$ cat config.mk
export PLATFORM = sky130hd
export DESIGN_NAME = rsa_avm_wrapper
export DESIGN_NICKNAME = d
export VERILOG_FILES = /design/src/rsa_pkg.sv /design/src/avm_regs_pkg.sv /design/src/rsa_avm_wrapper.sv
export SDC_FILE = /design/constraint.sdc
export NUM_CORES = 1
export LEC_CHECK = 0
export BUFFER_PORTS_ARGS = -buffer_cell sky130_fd_sc_hd__buf_2
export CAP_MARGIN = 30
export CORE_AREA = 2 2 424 426
export CTS_CLUSTER_SIZE = 8
export DETAILED_ROUTE_END_ITERATION = 6
export DIE_AREA = 0 0 426 428
export GPL_TIMING_DRIVEN = 0
export HOLD_SLACK_MARGIN = 0.06
export PLACE_DENSITY = 0.44
export RECOVER_POWER = 100
export SETUP_SLACK_MARGIN = 0.5
export SLEW_MARGIN = 20
export SYNTH_ARGS = -nofsm -noshare
export SYNTH_HDL_FRONTEND = slang
export SYNTH_SLANG_ARGS = --single-unit
$ cat constraint.sdc
create_clock -name avm_clk -period 19.3 [get_ports avm_clk]
set_input_delay 2.895 -clock avm_clk [delete_from_list [all_inputs] [get_ports avm_clk]]
set_output_delay 2.895 -clock avm_clk [all_outputs]
set_load 0.01 [all_outputs]
$ cat src/rsa_pkg.sv
`default_nettype none

package rsa_pkg;

    localparam int rsa_width     = 256;
    localparam int rsa_bytes     = rsa_width / 8;
    localparam int rsa_out_bytes = rsa_bytes - 1;  // top byte of plaintext is not returned

    typedef logic [rsa_width-1:0] rsa_word_t;

    // key and ciphertext as collected by the wrapper
    typedef struct packed {
        rsa_word_t n;
        rsa_word_t d;
        rsa_word_t a;
    } rsa_job_t;

endpackage

`default_nettype wire

$ cat src/avm_regs_pkg.sv
`default_nettype none

package avm_regs_pkg;

    // peripheral register byte offsets
    localparam logic [4:0] rx_base     = 5'd0;
    localparam logic [4:0] tx_base     = 5'd4;
    localparam logic [4:0] status_base = 5'd8;

    localparam int tx_ok_bit = 6;  // tx holding register free
    localparam int rx_ok_bit = 7;  // rx byte waiting

    typedef struct packed {
        logic [4:0]  address;
        logic        read;
        logic        write;
        logic [31:0] writedata;
    } avm_cmd_t;

    localparam avm_cmd_t cmd_idle      = '{address: status_base, read: 1'b0, write: 1'b0,
                                           writedata: 32'd0};
    localparam avm_cmd_t cmd_status_rd = '{address: status_base, read: 1'b1, write: 1'b0,
                                           writedata: 32'd0};
    localparam avm_cmd_t cmd_rx_rd     = '{address: rx_base, read: 1'b1, write: 1'b0,
                                           writedata: 32'd0};

endpackage

`default_nettype wire
$ cat src/rsa_avm_wrapper.sv
`timescale 1ns/10ps
`default_nettype none

module rsa_avm_wrapper
    import avm_regs_pkg::*;
    import rsa_pkg::*;
(
    input  logic        avm_clk,
    input  logic        avm_rst,
    output logic [4:0]  avm_address,
    output logic        avm_read,
    input  logic [31:0] avm_readdata,
    output logic        avm_write,
    output logic [31:0] avm_writedata,
    input  logic        avm_waitrequest,
    output logic        start,
    output rsa_job_t    job,
    input  logic        done,
    input  rsa_word_t   result
);

    typedef enum logic [2:0] {
        s_get_n,
        s_get_d,
        s_get_data,
        s_req,
        s_wait,
        s_send
    } state_t;

    typedef enum logic {
        io_wait,  // polling status
        io_work   // data transfer in flight
    } io_state_t;

    state_t                       state, state_nx;
    io_state_t                    ios, ios_nx;
    logic [$clog2(rsa_bytes)-1:0] byte_cnt, byte_cnt_nx;
    avm_cmd_t                     cmd, cmd_nx;
    rsa_job_t                     job_q, job_nx;
    rsa_word_t                    plain, plain_nx;
    logic                         accepted;
    logic                         last_in;
    logic                         last_out;
    logic [7:0]                   rx_byte;

    assign accepted = (cmd.read | cmd.write) & ~avm_waitrequest;
    assign last_in  = (byte_cnt == ($clog2(rsa_bytes))'(rsa_bytes - 1));
    assign last_out = (byte_cnt == ($clog2(rsa_bytes))'(rsa_out_bytes - 1));
    assign rx_byte  = avm_readdata[7:0];

    assign avm_address   = cmd.address;
    assign avm_read      = cmd.read;
    assign avm_write     = cmd.write;
    assign avm_writedata = cmd.writedata;
    assign start         = (state == s_req);  // one cycle, right after the last byte
    assign job           = job_q;

    always_comb begin
        state_nx    = state;
        ios_nx      = ios;
        byte_cnt_nx = byte_cnt;
        cmd_nx      = cmd;
        job_nx      = job_q;
        plain_nx    = plain;

        case (state)
            s_get_n, s_get_d, s_get_data: begin
                if (ios == io_wait) begin
                    if (!cmd.read) begin
                        cmd_nx = cmd_status_rd;  // bus idle, start polling
                    end else if (accepted && avm_readdata[rx_ok_bit]) begin
                        cmd_nx = cmd_rx_rd;
                        ios_nx = io_work;
                    end
                end else if (accepted) begin
                    cmd_nx = cmd_status_rd;
                    ios_nx = io_wait;
                    // msb first, so shift in from the bottom
                    case (state)
                        s_get_n: job_nx.n = {job_q.n[rsa_width-9:0], rx_byte};
                        s_get_d: job_nx.d = {job_q.d[rsa_width-9:0], rx_byte};
                        default: job_nx.a = {job_q.a[rsa_width-9:0], rx_byte};
                    endcase
                    if (last_in) begin
                        byte_cnt_nx = '0;
                        case (state)
                            s_get_n: state_nx = s_get_d;
                            s_get_d: state_nx = s_get_data;
                            default: begin
                                state_nx = s_req;
                                cmd_nx   = cmd_idle;  // bus quiet while the core runs
                            end
                        endcase
                    end else begin
                        byte_cnt_nx = byte_cnt + 1'b1;
                    end
                end
            end
            s_req: begin
                state_nx = s_wait;
            end
            s_wait: begin
                if (done) begin
                    plain_nx = result;
                    state_nx = s_send;
                end
            end
            s_send: begin
                if (ios == io_wait) begin
                    if (!cmd.read) begin
                        cmd_nx = cmd_status_rd;
                    end else if (accepted && avm_readdata[tx_ok_bit]) begin
                        cmd_nx = '{address: tx_base, read: 1'b0, write: 1'b1,
                                   writedata: {24'd0, plain[rsa_width-9 -: 8]}};
                        ios_nx = io_work;
                    end
                end else if (accepted) begin
                    cmd_nx   = cmd_status_rd;
                    ios_nx   = io_wait;
                    plain_nx = {plain[rsa_width-9:0], 8'd0};
                    if (last_out) begin
                        byte_cnt_nx = '0;
                        state_nx    = s_get_data;  // same key, next ciphertext
                    end else begin
                        byte_cnt_nx = byte_cnt + 1'b1;
                    end
                end
            end
            default: state_nx = s_get_n;
        endcase
    end

    always_ff @(posedge avm_clk or posedge avm_rst) begin
        if (avm_rst) begin
            state    <= s_get_n;
            ios      <= io_wait;
            byte_cnt <= '0;
            cmd      <= cmd_idle;
        end else begin
            state    <= state_nx;
            ios      <= ios_nx;
            byte_cnt <= byte_cnt_nx;
            cmd      <= cmd_nx;
        end
    end

    always_ff @(posedge avm_clk) begin
        job_q <= job_nx;
        plain <= plain_nx;
    end

endmodule

`default_nettype wire

==> metrics.txt, run 1 <==
status complete, but fails checks; failing checks capacitance limit, slew limit; Max Cap Viol 3; CTS clk-pin slew, worst paths 0.06 ns; GPL Wtd Cong 0.882; TritonCTS clock tree yes; Post-CTS Repair Setup Buffers 0; GRT overflow 0; Die X 426 um; endpoints failing setup 0; worst skew pair latency 0.76 ns; area delta synth->final 34.1%; flops & latches, synth 1,036; Yosys Warn Count 0; crit path max fanout 14; predominant post-synthesis flop cell edfxtp_1; share of layout cells above drive strength 1 0.254; vias in the first global route 19,200; Post-synth EDFFs 1,016; largest net degree at the start of global routing 28; vias per cell 3.65; Initial Utilization 0.196; height of the die 428 um; mean post-synth cell area 24.3 um2; CTS Hold Bufs 0; Area contributors post-synth edfxtp_1, mux2_2, dfrtp_1; Crit. End Element flop; sequential cell area fraction in the yosys report 0.892; DR WL/cell 22.2 um; arrival time worst endpoint 12.49 ns; Crit Path Category in -> reg; Row Count 155; Mapped Area 34,800 um2; Filler cells 18,500; Synth top area share 0.878; Tmin final 12.10 ns; RSZ-0062 raised after global routing no; skew final 0.0441 ns; relative slew slack -0.347; area of the core 178,000 um2; final hold violations 0; vias 18,700; # H-tree levels 4; worst setup margin 7.20 ns; Fmax 82.6 MHz; DR pass1 iterations 4; initial antenna violation count 61; max-slew violations 35; cell area after placement 44,100 um2; crit start category input pin; CTS Buf Count 150; final instance area 46,600 um2; Root Buffer clkbuf_16; Syn Inst Count 1,429; worst hold slack 0.424 ns; Overall Global Routing Usage 0.119; DRT antenna net count 0; first-pass GRT wire length 152 mm; power per cell area 113 nW/um2; Iteration-0 DRC Markers 994; io pins 1,100; CP required 19.69 ns; IO Port Bufs 1,040; Clock Path Buffers 3; static leakage 15.1 nW; HP Class reg -> reg; die area 182,000 um2; Post-Route WL 114 mm; Clock Sink Count 1,036; synth unique cells 47; Yosys top cell by area edfxtp_1; Slew @ Worst Pin 1.99 ns; DPL Wire Length 88.3 mm; post-route DRC violation count 0; Final #Nets 3,007; cts repair resizes 0; pre-CTS setup slack 11.94 ns; peak supply drop 0.0667 mV; Async S/R FF share, synth 0.0193; fin crit share 0.627
[metrics by stage]
stage          cells  utilization  TNS [ns]  total power [mW]
3_5_place_dp    4914        0.248         0              2.95
5_1_grt         5110        0.262         0              5.45
6_report        5116        0.262         0              5.25
4_1_cts         5098        0.272         0              5.38
2_1_floorplan   1455            -         0              2.79
3_3_place_gp    4850        0.242  -1510.07              2.97
[where the power goes]
| part | switching (mW) | internal [mW] | leakage, nW | total, mW |
|---|---|---|---|---|
| Combinational | 0.162 | 0.0811 | 3.66 | 0.243 |
| Sequential | 0.0514 | 2.57 | 9.45 | 2.62 |
| Clock | 0.970 | 1.42 | 2.04 | 2.39 |
[layout make-up]
type,count,area [um2],area share
Clock inverter,20,332,0.00712
Antenna cell,17,42.5,0.000913
Clock buffer,164,3870,0.0830
Tap cell,2355,2950,0.0632
Multi-Input combinational cell,352,3410,0.0731
Buffer,60,363,0.00779
Sequential cell,1036,31000,0.665
Timing Repair Buffer,1105,4600,0.0988
Inverter,7,26.3,0.000564
[flip-flops by register name, indices dropped and copies added (netlist names)]
signal / flops
avm_address: 2
avm_read: 1
avm_writedata: 8
byte_cnt: 5
ios: 1
job: 768
plain: 248
state: 3
[critical path, stage by stage]
cell      delay (ns)
buf_2           0.10
o21bai_1        0.28
or3_1           0.42
nor3b_1         1.58
clkbuf_1        0.72
clkbuf_1        0.64
clkbuf_1        0.70
clkbuf_1        0.41
clkbuf_1        0.72
clkbuf_1        0.57
clkbuf_1        0.58
clkbuf_1        0.64
clkbuf_1        0.63
clkbuf_1        0.71
buf_16          0.23
buf_8           0.18
clkbuf_1        0.41
[worst paths after layout]
check,from,to,slack (ns),cells past startpoint
max,avm_waitrequest,job[11],7.20,17
min,job[289],job[297],0.42,0
max reg2reg,avm_address[2],job[11],9.00,16
min reg2reg,job[289],job[297],0.42,0
max in group asynchronous,avm_rst,byte_cnt[1],16.05,3
min in group asynchronous,avm_rst,avm_writedata[5],2.02,2
[cells by family after synthesis]
logic type	synth area share
buffers and inverters	0.0113
DFF	0.892
and+or+nand+nor	0.00706
muxes	0.0791
AOI/OAI and AO/OA	0.00922
adders and majority gates	0.00108
other	0.000108
[Yosys cell counts (2+ instances only)]
master	number
edfxtp_1	1016
mux2_2	242
buf_2	28
buf_4	28
dfrtp_1	19
a22o_1	10
and2_1	10
inv_1	7
nand2_1	6
a21o_1	5
a21oi_1	5
clkbuf_1	4
nor2_1	4
ha_1	3
o21ai_0	3
a211o_1	2
nand2b_1	2
nor2b_1	2
nor3_1	2
o21ai_2	2
o22ai_1	2
or3_1	2
[cell usage in the layout, fill, tap and decap left out, drive strengths merged, types with 2 or more instances in the layout]
cell,synthesis,layout
a211o,2,2
a21o,5,5
a21oi,6,6
a22o,10,10
and2,10,10
buf,56,303
clkbuf,4,1026
clkinv,0,16
conb,1,27
dfrtp,19,19
diode,0,17
edfxtp,1016,1016
ha,3,3
inv,7,11
mux2,243,243
nand2,6,6
nand2b,4,4
nor2,5,5
nor2b,2,2
nor3,2,2
o21ai,6,6
o22ai,3,3
or3,2,2
[per-layer routing]
layer,up-vias,global-route usage,part of all wire
met3,247,0.0573,0.099
met5,-,0,0.0047
met4,92,0.0480,0.034
met1,9334,0.112,0.33
li1,8225,-,-
met2,784,0.217,0.53
Note: power is estimated with default switching activity, not from simulation.
==> run 2, diff against run 1 <==
--- a/config.mk
+++ b/config.mk
@@ -5,15 +5,16 @@
 export SDC_FILE = /design/constraint.sdc
 export NUM_CORES = 1
 export LEC_CHECK = 0
+export ABC_AREA = 1
 export BUFFER_PORTS_ARGS = -buffer_cell sky130_fd_sc_hd__buf_2
 export CAP_MARGIN = 30
-export CORE_AREA = 2 2 424 426
+export CORE_AREA = 2 2 425 427
 export CTS_CLUSTER_SIZE = 8
 export DETAILED_ROUTE_END_ITERATION = 6
-export DIE_AREA = 0 0 426 428
+export DIE_AREA = 0 0 427 429
 export GPL_TIMING_DRIVEN = 0
 export HOLD_SLACK_MARGIN = 0.06
-export PLACE_DENSITY = 0.44
+export PLACE_DENSITY = 0.43
 export RECOVER_POWER = 100
 export SETUP_SLACK_MARGIN = 0.5
 export SLEW_MARGIN = 20
==> constraint.sdc (replaced) <==
create_clock -name avm_clk -period 11.7 [get_ports avm_clk]
set_input_delay 1.755 -clock avm_clk [delete_from_list [all_inputs] [get_ports avm_clk]]
set_output_delay 1.755 -clock avm_clk [all_outputs]
set_load 0.01 [all_outputs]
==> run 2 against run 1 <==
Effect of this change:
- the run still ends with capacitance limit, slew limit left
- final cell count rose by 11%
- worst hold slack improved by 0.0013 ns
- design area grew 0.67%
- core utilization is 0.12 points higher
- flip-flop and latch count did not move
- register-to-register slack worse by 5.1 ns
- die area up 0.47%
- worst setup slack worse by 3.5 ns
- critical endpoint is now job[621]
==> metrics.txt, run 2 <==
Die X 427 um (+0.23%); synth unique cells 25 (-47%); worst skew pair latency 0.77 ns (about the same); Area contributors post-synth edfxtp_1, nand2_1, dfrtp_1; count leader, synth edfxtp_1; Max Cap Viol 1 (-2); failing checks capacitance limit, slew limit; Root Buffer clkbuf_16; slowest stage delay, CP 0.60 ns (-0.98 ns); cts repair resizes 0 (unchanged); GRT overflow 0 (unchanged); Clock Sink Count 1,036 (unchanged); Fmax 125 MHz; CTS clk-pin slew, worst paths 0.05 ns (about the same); crit path max fanout 12 (-2); HP Class reg -> reg; IO Port Bufs 1,040 (unchanged); GPL Wtd Cong 0.860 (-2.4%); Synth top area share 0.871 (-0.00683); final hold violations 0 (unchanged); max FFs per register 768 (unchanged); Slowest-stage cell, CP nor4_1; CP Launch Point avm_waitrequest; vias per cell 3.65 (about the same); die area 183,000 um2 (+0.47%); cell area after placement 44,600 um2 (+0.94%); predominant post-synthesis flop cell edfxtp_1; Design Power 8.66 mW (+65%); CP required 12.12 ns (-7.57 ns); Overall Global Routing Usage 0.121 (+0.00238); largest net degree at the start of global routing 27 (-3.6%); DR pass1 iterations 5 (+1); Clock Path Buffers 3 (unchanged); sequential cell area fraction in the yosys report 0.885 (-0.00695); # H-tree levels 4 (unchanged); CTS Hold Bufs 0 (unchanged); first-pass GRT wire length 158 mm (+3.5%); Tmin final 7.99 ns; Yosys top cell by area edfxtp_1; area delta synth->final 33.9%; post-route DRC violation count 0 (unchanged); commonest cells in the netlist edfxtp_1, nand2_1, buf_2, buf_4, inv_1; endpoints failing setup 0 (unchanged); Filler cells 18,700 (+1.4%); mean post-synth cell area 17.5 um2 (-28%); worst r2r src state[1]; worst hold path startpoint job[115]; CTS Buf Count 149 (-0.67%); height of the die 429 um (+0.23%); status complete, but fails checks; Iteration-0 DRC Markers 1,142 (+15%); DR WL/cell 20.6 um (-7.3%); Crit Path Category in -> reg; DRT antenna net count 0 (unchanged); RSZ-0062 raised after global routing no; Async S/R FF share, synth 0.0193 (unchanged); share of layout cells above drive strength 1 0.150 (-0.104); Initial Utilization 0.197 (+0.00111); DPL Wire Length 92.4 mm (+4.7%); io pins 1,100 (unchanged); skew final 0.0327 ns (-0.0114 ns); relative slew slack -0.0866 (+0.260); fin crit share 0.683; power per cell area 185 nW/um2 (+64%); Post-Route WL 117 mm (+3.2%); Slew @ Worst Pin 1.62 ns (-0.371 ns); vias in the first global route 20,700 (+7.8%); Yosys Warn Count 0 (unchanged); area of the core 178,000 um2 (+0.22%); worst hold slack 0.426 ns (+0.00133 ns); peak supply drop 0.104 mV (+56%); Final #Nets 3,586 (+19%); static leakage 16.4 nW (+8.5%); arrival time worst endpoint 8.41 ns (-4.08 ns); flops & latches, synth 1,036 (unchanged); Inst Count DP 5,494 (+12%); commonest non-fill, non-tap cell in the layout edfxtp_1; TritonCTS clock tree yes; final std cells w/o fill 5,697 (+11%); vias 20,800 (+11%); initial antenna violation count 52 (-15%); Mapped Area 35,000 um2 (+0.78%); Crit. End Element flop; final instance area 46,900 um2 (+0.67%); Row Count 155 (unchanged); critical-path cell list buf_2 -> inv_1 -> nand3_1 -> nor4_1 -> clkbuf_1 -> clkbuf_1 -> clkbuf_1 -> clkbuf_1 -> clkbuf_1 -> clkbuf_1 -> clkbuf_1 -> buf_6 -> buf_4 -> buf_6 -> buf_6 -> buf_6 -> buf_6 -> buf_4 -> buf_6 -> clkbuf_1; commonest non-fill, non-tap cells in the layout edfxtp_1, clkbuf_1, nand2_1, buf_2, clkbuf_16; crit start category input pin; Post-synth EDFFs 1,016 (unchanged); Most Frequent Cell on Critical Path clkbuf_1; Post-CTS Repair Setup Buffers 0 (unchanged); Syn Inst Count 1,999 (+40%); max-slew violations 20 (-43%)
[run 2: cell count changes in the layout (fill, tap and decap cells not counted), moves of 14 or more]
cell      before  now
mux2_1        25    0
inv_1          7   26
clkbuf_1     871  885
nand2_1        6  790
mux2_2       217    0
nand3_1        1   25
[run 2: metrics by stage]
step           setup TNS [ns]  worst slack (ns)  utilization
6_report                    0              3.71        0.264
4_1_cts                     0              6.29        0.274
3_3_place_gp         -2306.81             -4.60        0.243
3_5_place_dp                0              5.40        0.250
2_1_floorplan               0              1.06            -
5_1_grt                     0              3.04        0.263
[run 2: cells by family (layout without fill, tap and decap cells)]
family	count (synthesis)	in the layout	synth area share
flip-flops	1036	1036	0.885
AND/OR/NAND/NOR	836	836	0.0912
buffers and inverters	111	1410	0.0206
AO/OA/AOI/OAI	12	12	0.00182
adder cells (fa/ha/maj)	3	3	0.00107
other	1	45	0.000107
[run 2: area by class of cell]
cell class	instances	area, um2	share of cell area
sequential	1036	31000	0.661
timing repair buffer	1115	4800	0.102
clock buffer	167	3820	0.0814
multi-input combinational	878	3380	0.0721
tap	2355	2950	0.0628
buffer	84	454	0.00968
clock inverter	17	355	0.00757
inverter	27	101	0.00216
antenna	18	45.0	0.000960
[run 2: worst paths after layout]
| path | cells after the start | slack, ns | end |
|---|---|---|---|
| setup reg to reg | 14 | 3.90 | plain[137] |
| max in group asynchronous | 3 | 9.59 | byte_cnt[1] |
| hold / removal | 0 | 0.43 | job[123] |
| setup / recovery | 20 | 3.71 | job[621] |
| hold reg to reg | 0 | 0.43 | job[123] |
| min in group asynchronous | 2 | 0.87 | avm_writedata[4] |
[run 2: where the power goes]
group / internal, mW / switching, mW
Clock: 2.32 / 1.59
Sequential: 4.23 / 0.0868
Combinational: 0.129 / 0.298
[run 2: worst max-delay path: cells and delay by family]
kind                   cells  cell delay [ns]
AND/OR/NAND/NOR            2             0.78
buffers and inverters     18             5.81
[run 2: per-layer routing]
metal | global-route usage | part of all wire | vias up
met3 | 0.0505 | 0.090 | 209
met5 | 0 | 0.0034 | -
met2 | 0.227 | 0.54 | 816
li1 | - | - | 9632
met4 | 0.0408 | 0.028 | 64
met1 | 0.118 | 0.34 | 10100
==> run 3, diff against run 2 <==
==> constraint.sdc (replaced) <==
create_clock -name avm_clk -period 8 [get_ports avm_clk]
set_input_delay 1.2 -clock avm_clk [delete_from_list [all_inputs] [get_ports avm_clk]]
set_output_delay 1.2 -clock avm_clk [all_outputs]
set_load 0.01 [all_outputs]
==> run 3 against run 2 <==
Effect of this change:
- the flow still finishes with violations (capacitance limit, slew limit)
- highest routed layer unchanged
- critical path depth down 4
- first-iteration DRC count is 1.3% higher
- wire length shrank 0.45%
- largest power group unchanged
- sequential share of layout area shrank 0.36 points
- critical path type is now reg -> reg
- register-to-register slack worse by 1.6 ns
==> metrics.txt, run 3 (synthesis results as in run 2) <==
io pins 1,100 (unchanged); IO Port Bufs 1,040 (unchanged); status complete, but fails checks; crit path max fanout 12 (unchanged); Post-Route WL 117 mm (-0.45%); fin crit share 0.714; CTS Buf Count 149 (unchanged); CP required 8.41 ns (-3.71 ns); TritonCTS clock tree yes; Clock Sink Count 1,036 (unchanged); Slew @ Worst Pin 1.99 ns (+0.369 ns); Crit. End Element flop; endpoints failing setup 0 (unchanged); initial antenna violation count 55 (+5.8%); Setup TNS 0 ns (unchanged); crit start category flop; DR pass1 iterations 5 (unchanged); final hold violations 0 (unchanged); power per cell area 269 nW/um2 (+46%); vias in the first global route 20,900 (+0.94%); Clock Path Buffers 3 (unchanged); r2r worst-path depth 16 (+2); Overall Global Routing Usage 0.121 (-0.000479); DPL Wire Length 92.9 mm (+0.50%); Inst Count DP 5,494 (unchanged); max-slew violations 56 (+180%); Fmax 175 MHz; DRT antenna net count 0 (unchanged); Max Cap Viol 5 (+4); Most Frequent Cell on Critical Path buf_6; Iteration-0 DRC Markers 1,157 (+1.3%); Initial Utilization 0.197 (unchanged); area delta synth->final 34.6%; skew final 0.0363 ns (+0.00359 ns); CTS Hold Bufs 0 (unchanged); Post-CTS Repair Setup Buffers 0 (unchanged); Die X 427 um (unchanged); critical-path cell list inv_1 -> nand2_1 -> nand3_1 -> nor4_1 -> clkbuf_1 -> buf_6 -> buf_4 -> buf_4 -> buf_6 -> buf_6 -> buf_4 -> buf_6 -> buf_6 -> buf_6 -> buf_4 -> clkbuf_1; max FFs per register 768 (unchanged); worst setup margin 2.29 ns (-1.42 ns); Reg2Reg Capture Point job[705]; failing checks capacitance limit, slew limit; first-pass GRT wire length 156 mm (-0.80%); Final #Nets 3,586 (unchanged); final std cells w/o fill 5,698 (+0.018%); CP delay by family, top buffers and inverters; Tmin final 5.71 ns; GPL Wtd Cong 0.852 (-0.99%); area of the core 178,000 um2 (unchanged); RSZ-0062 raised after global routing no; Root Buffer clkbuf_16; flop-to-flop setup slack 2.29 ns (-1.61 ns); # H-tree levels 4 (unchanged); post-route DRC violation count 0 (unchanged); register area 31,000 um2 (unchanged); static leakage 16.6 nW (+0.73%); largest net degree at the start of global routing 27 (unchanged); vias per cell 3.63 (-0.45%); worst hold slack 0.334 ns (-0.0919 ns); Multi-input gate area 3380 um2 (unchanged); commonest non-fill, non-tap cell in the layout edfxtp_1; CTS clk-pin slew, worst paths 0.05 ns (about the same); arrival time worst endpoint 6.12 ns (-2.29 ns); commonest non-fill, non-tap cells in the layout edfxtp_1, clkbuf_1, nand2_1, buf_2, clkbuf_16; height of the die 429 um (unchanged); Design Power 12.7 mW (+47%); Worst Path Buf+Inv 13 (-5); Slowest-stage cell, CP nor4_1; GRT overflow 0 (unchanged); relative slew slack -0.341 (-0.254); cts repair resizes 0 (unchanged); slowest stage delay, CP 1.64 ns (+1.04 ns); DR WL/cell 20.5 um (-0.47%); pre-CTS setup slack 2.76 ns (-2.64 ns); share of layout cells above drive strength 1 0.155 (+0.00537); Crit Path Category reg -> reg; worst r2r src avm_address[2]; die area 183,000 um2 (unchanged); HP Class in -> async; Row Count 155 (unchanged); Filler cells 18,700 (-0.13%); worst skew pair latency 0.78 ns (about the same); peak supply drop 0.147 mV (+41%); vias 20,700 (-0.43%)
## run 3: cell count changes in the layout (fill, tap and decap cells not counted), moves of 2 or more
cell	change
clkinv_16	-2
buf_8	+5
buf_16	+6
buf_6	+4
clkbuf_1	-14
inv_1	-2
clkinv_8	+2
## run 3: worst reg2reg max path, cell delays in order (launching register included)
cell and delay (ns):
dfrtp_1 0.48, inv_1 0.07, nand2_1 0.13, nand3_1 0.19
nor4_1 1.64, clkbuf_1 0.49, buf_6 0.21, buf_4 0.20
buf_4 0.24, buf_6 0.19, buf_6 0.16, buf_4 0.20
buf_6 0.19, buf_6 0.17, buf_6 0.16, buf_4 0.22
clkbuf_1 0.43
## run 3: report_power, final
part	switching, mW	leakage (nW)	internal, mW	total (mW)
Clock	2.30	2.03	3.44	5.74
Sequential	0.123	9.44	6.19	6.32
Combinational	0.446	5.08	0.194	0.640
## run 3: final cells by class
type	count	area share
multi-input combinational	878	0.0718
timing repair buffer	1115	0.106
tap	2355	0.0625
clock inverter	17	0.00785
inverter	27	0.00223
sequential	1036	0.657
antenna	18	0.000955
clock buffer	168	0.0812
buffer	84	0.00963
## run 3: worst max path at each step
stage / slack [ns] / cells after the start / start / endpoint
finish: 2.29 / 16 / avm_address[2] / job[705]
global route: 1.67 / 16 / avm_address[2] / job[721]
detailed placement: 2.76 / 17 / avm_waitrequest / job[625]
floorplan: -2.05 / 3 / avm_waitrequest / job[512]
global placement: -7.61 / 4 / avm_waitrequest / job[754]
CTS: 3.47 / 17 / avm_address[2] / job[644]
## run 3: metal layers
layer | track usage | wire length, um | vias up
met5 | 0 | 455 | -
met4 | 0.0476 | 4030 | 70
met3 | 0.0514 | 10700 | 225
met2 | 0.226 | 62200 | 807
met1 | 0.114 | 39300 | 9982
li1 | - | - | 9621
## run 3: through the flow
stage	instance area, um2	util
after floorplan	35200	-
after global placement	43300	0.243
after detailed placement	44600	0.251
after CTS	48800	0.274
after global routing	47200	0.265
final	47200	0.265
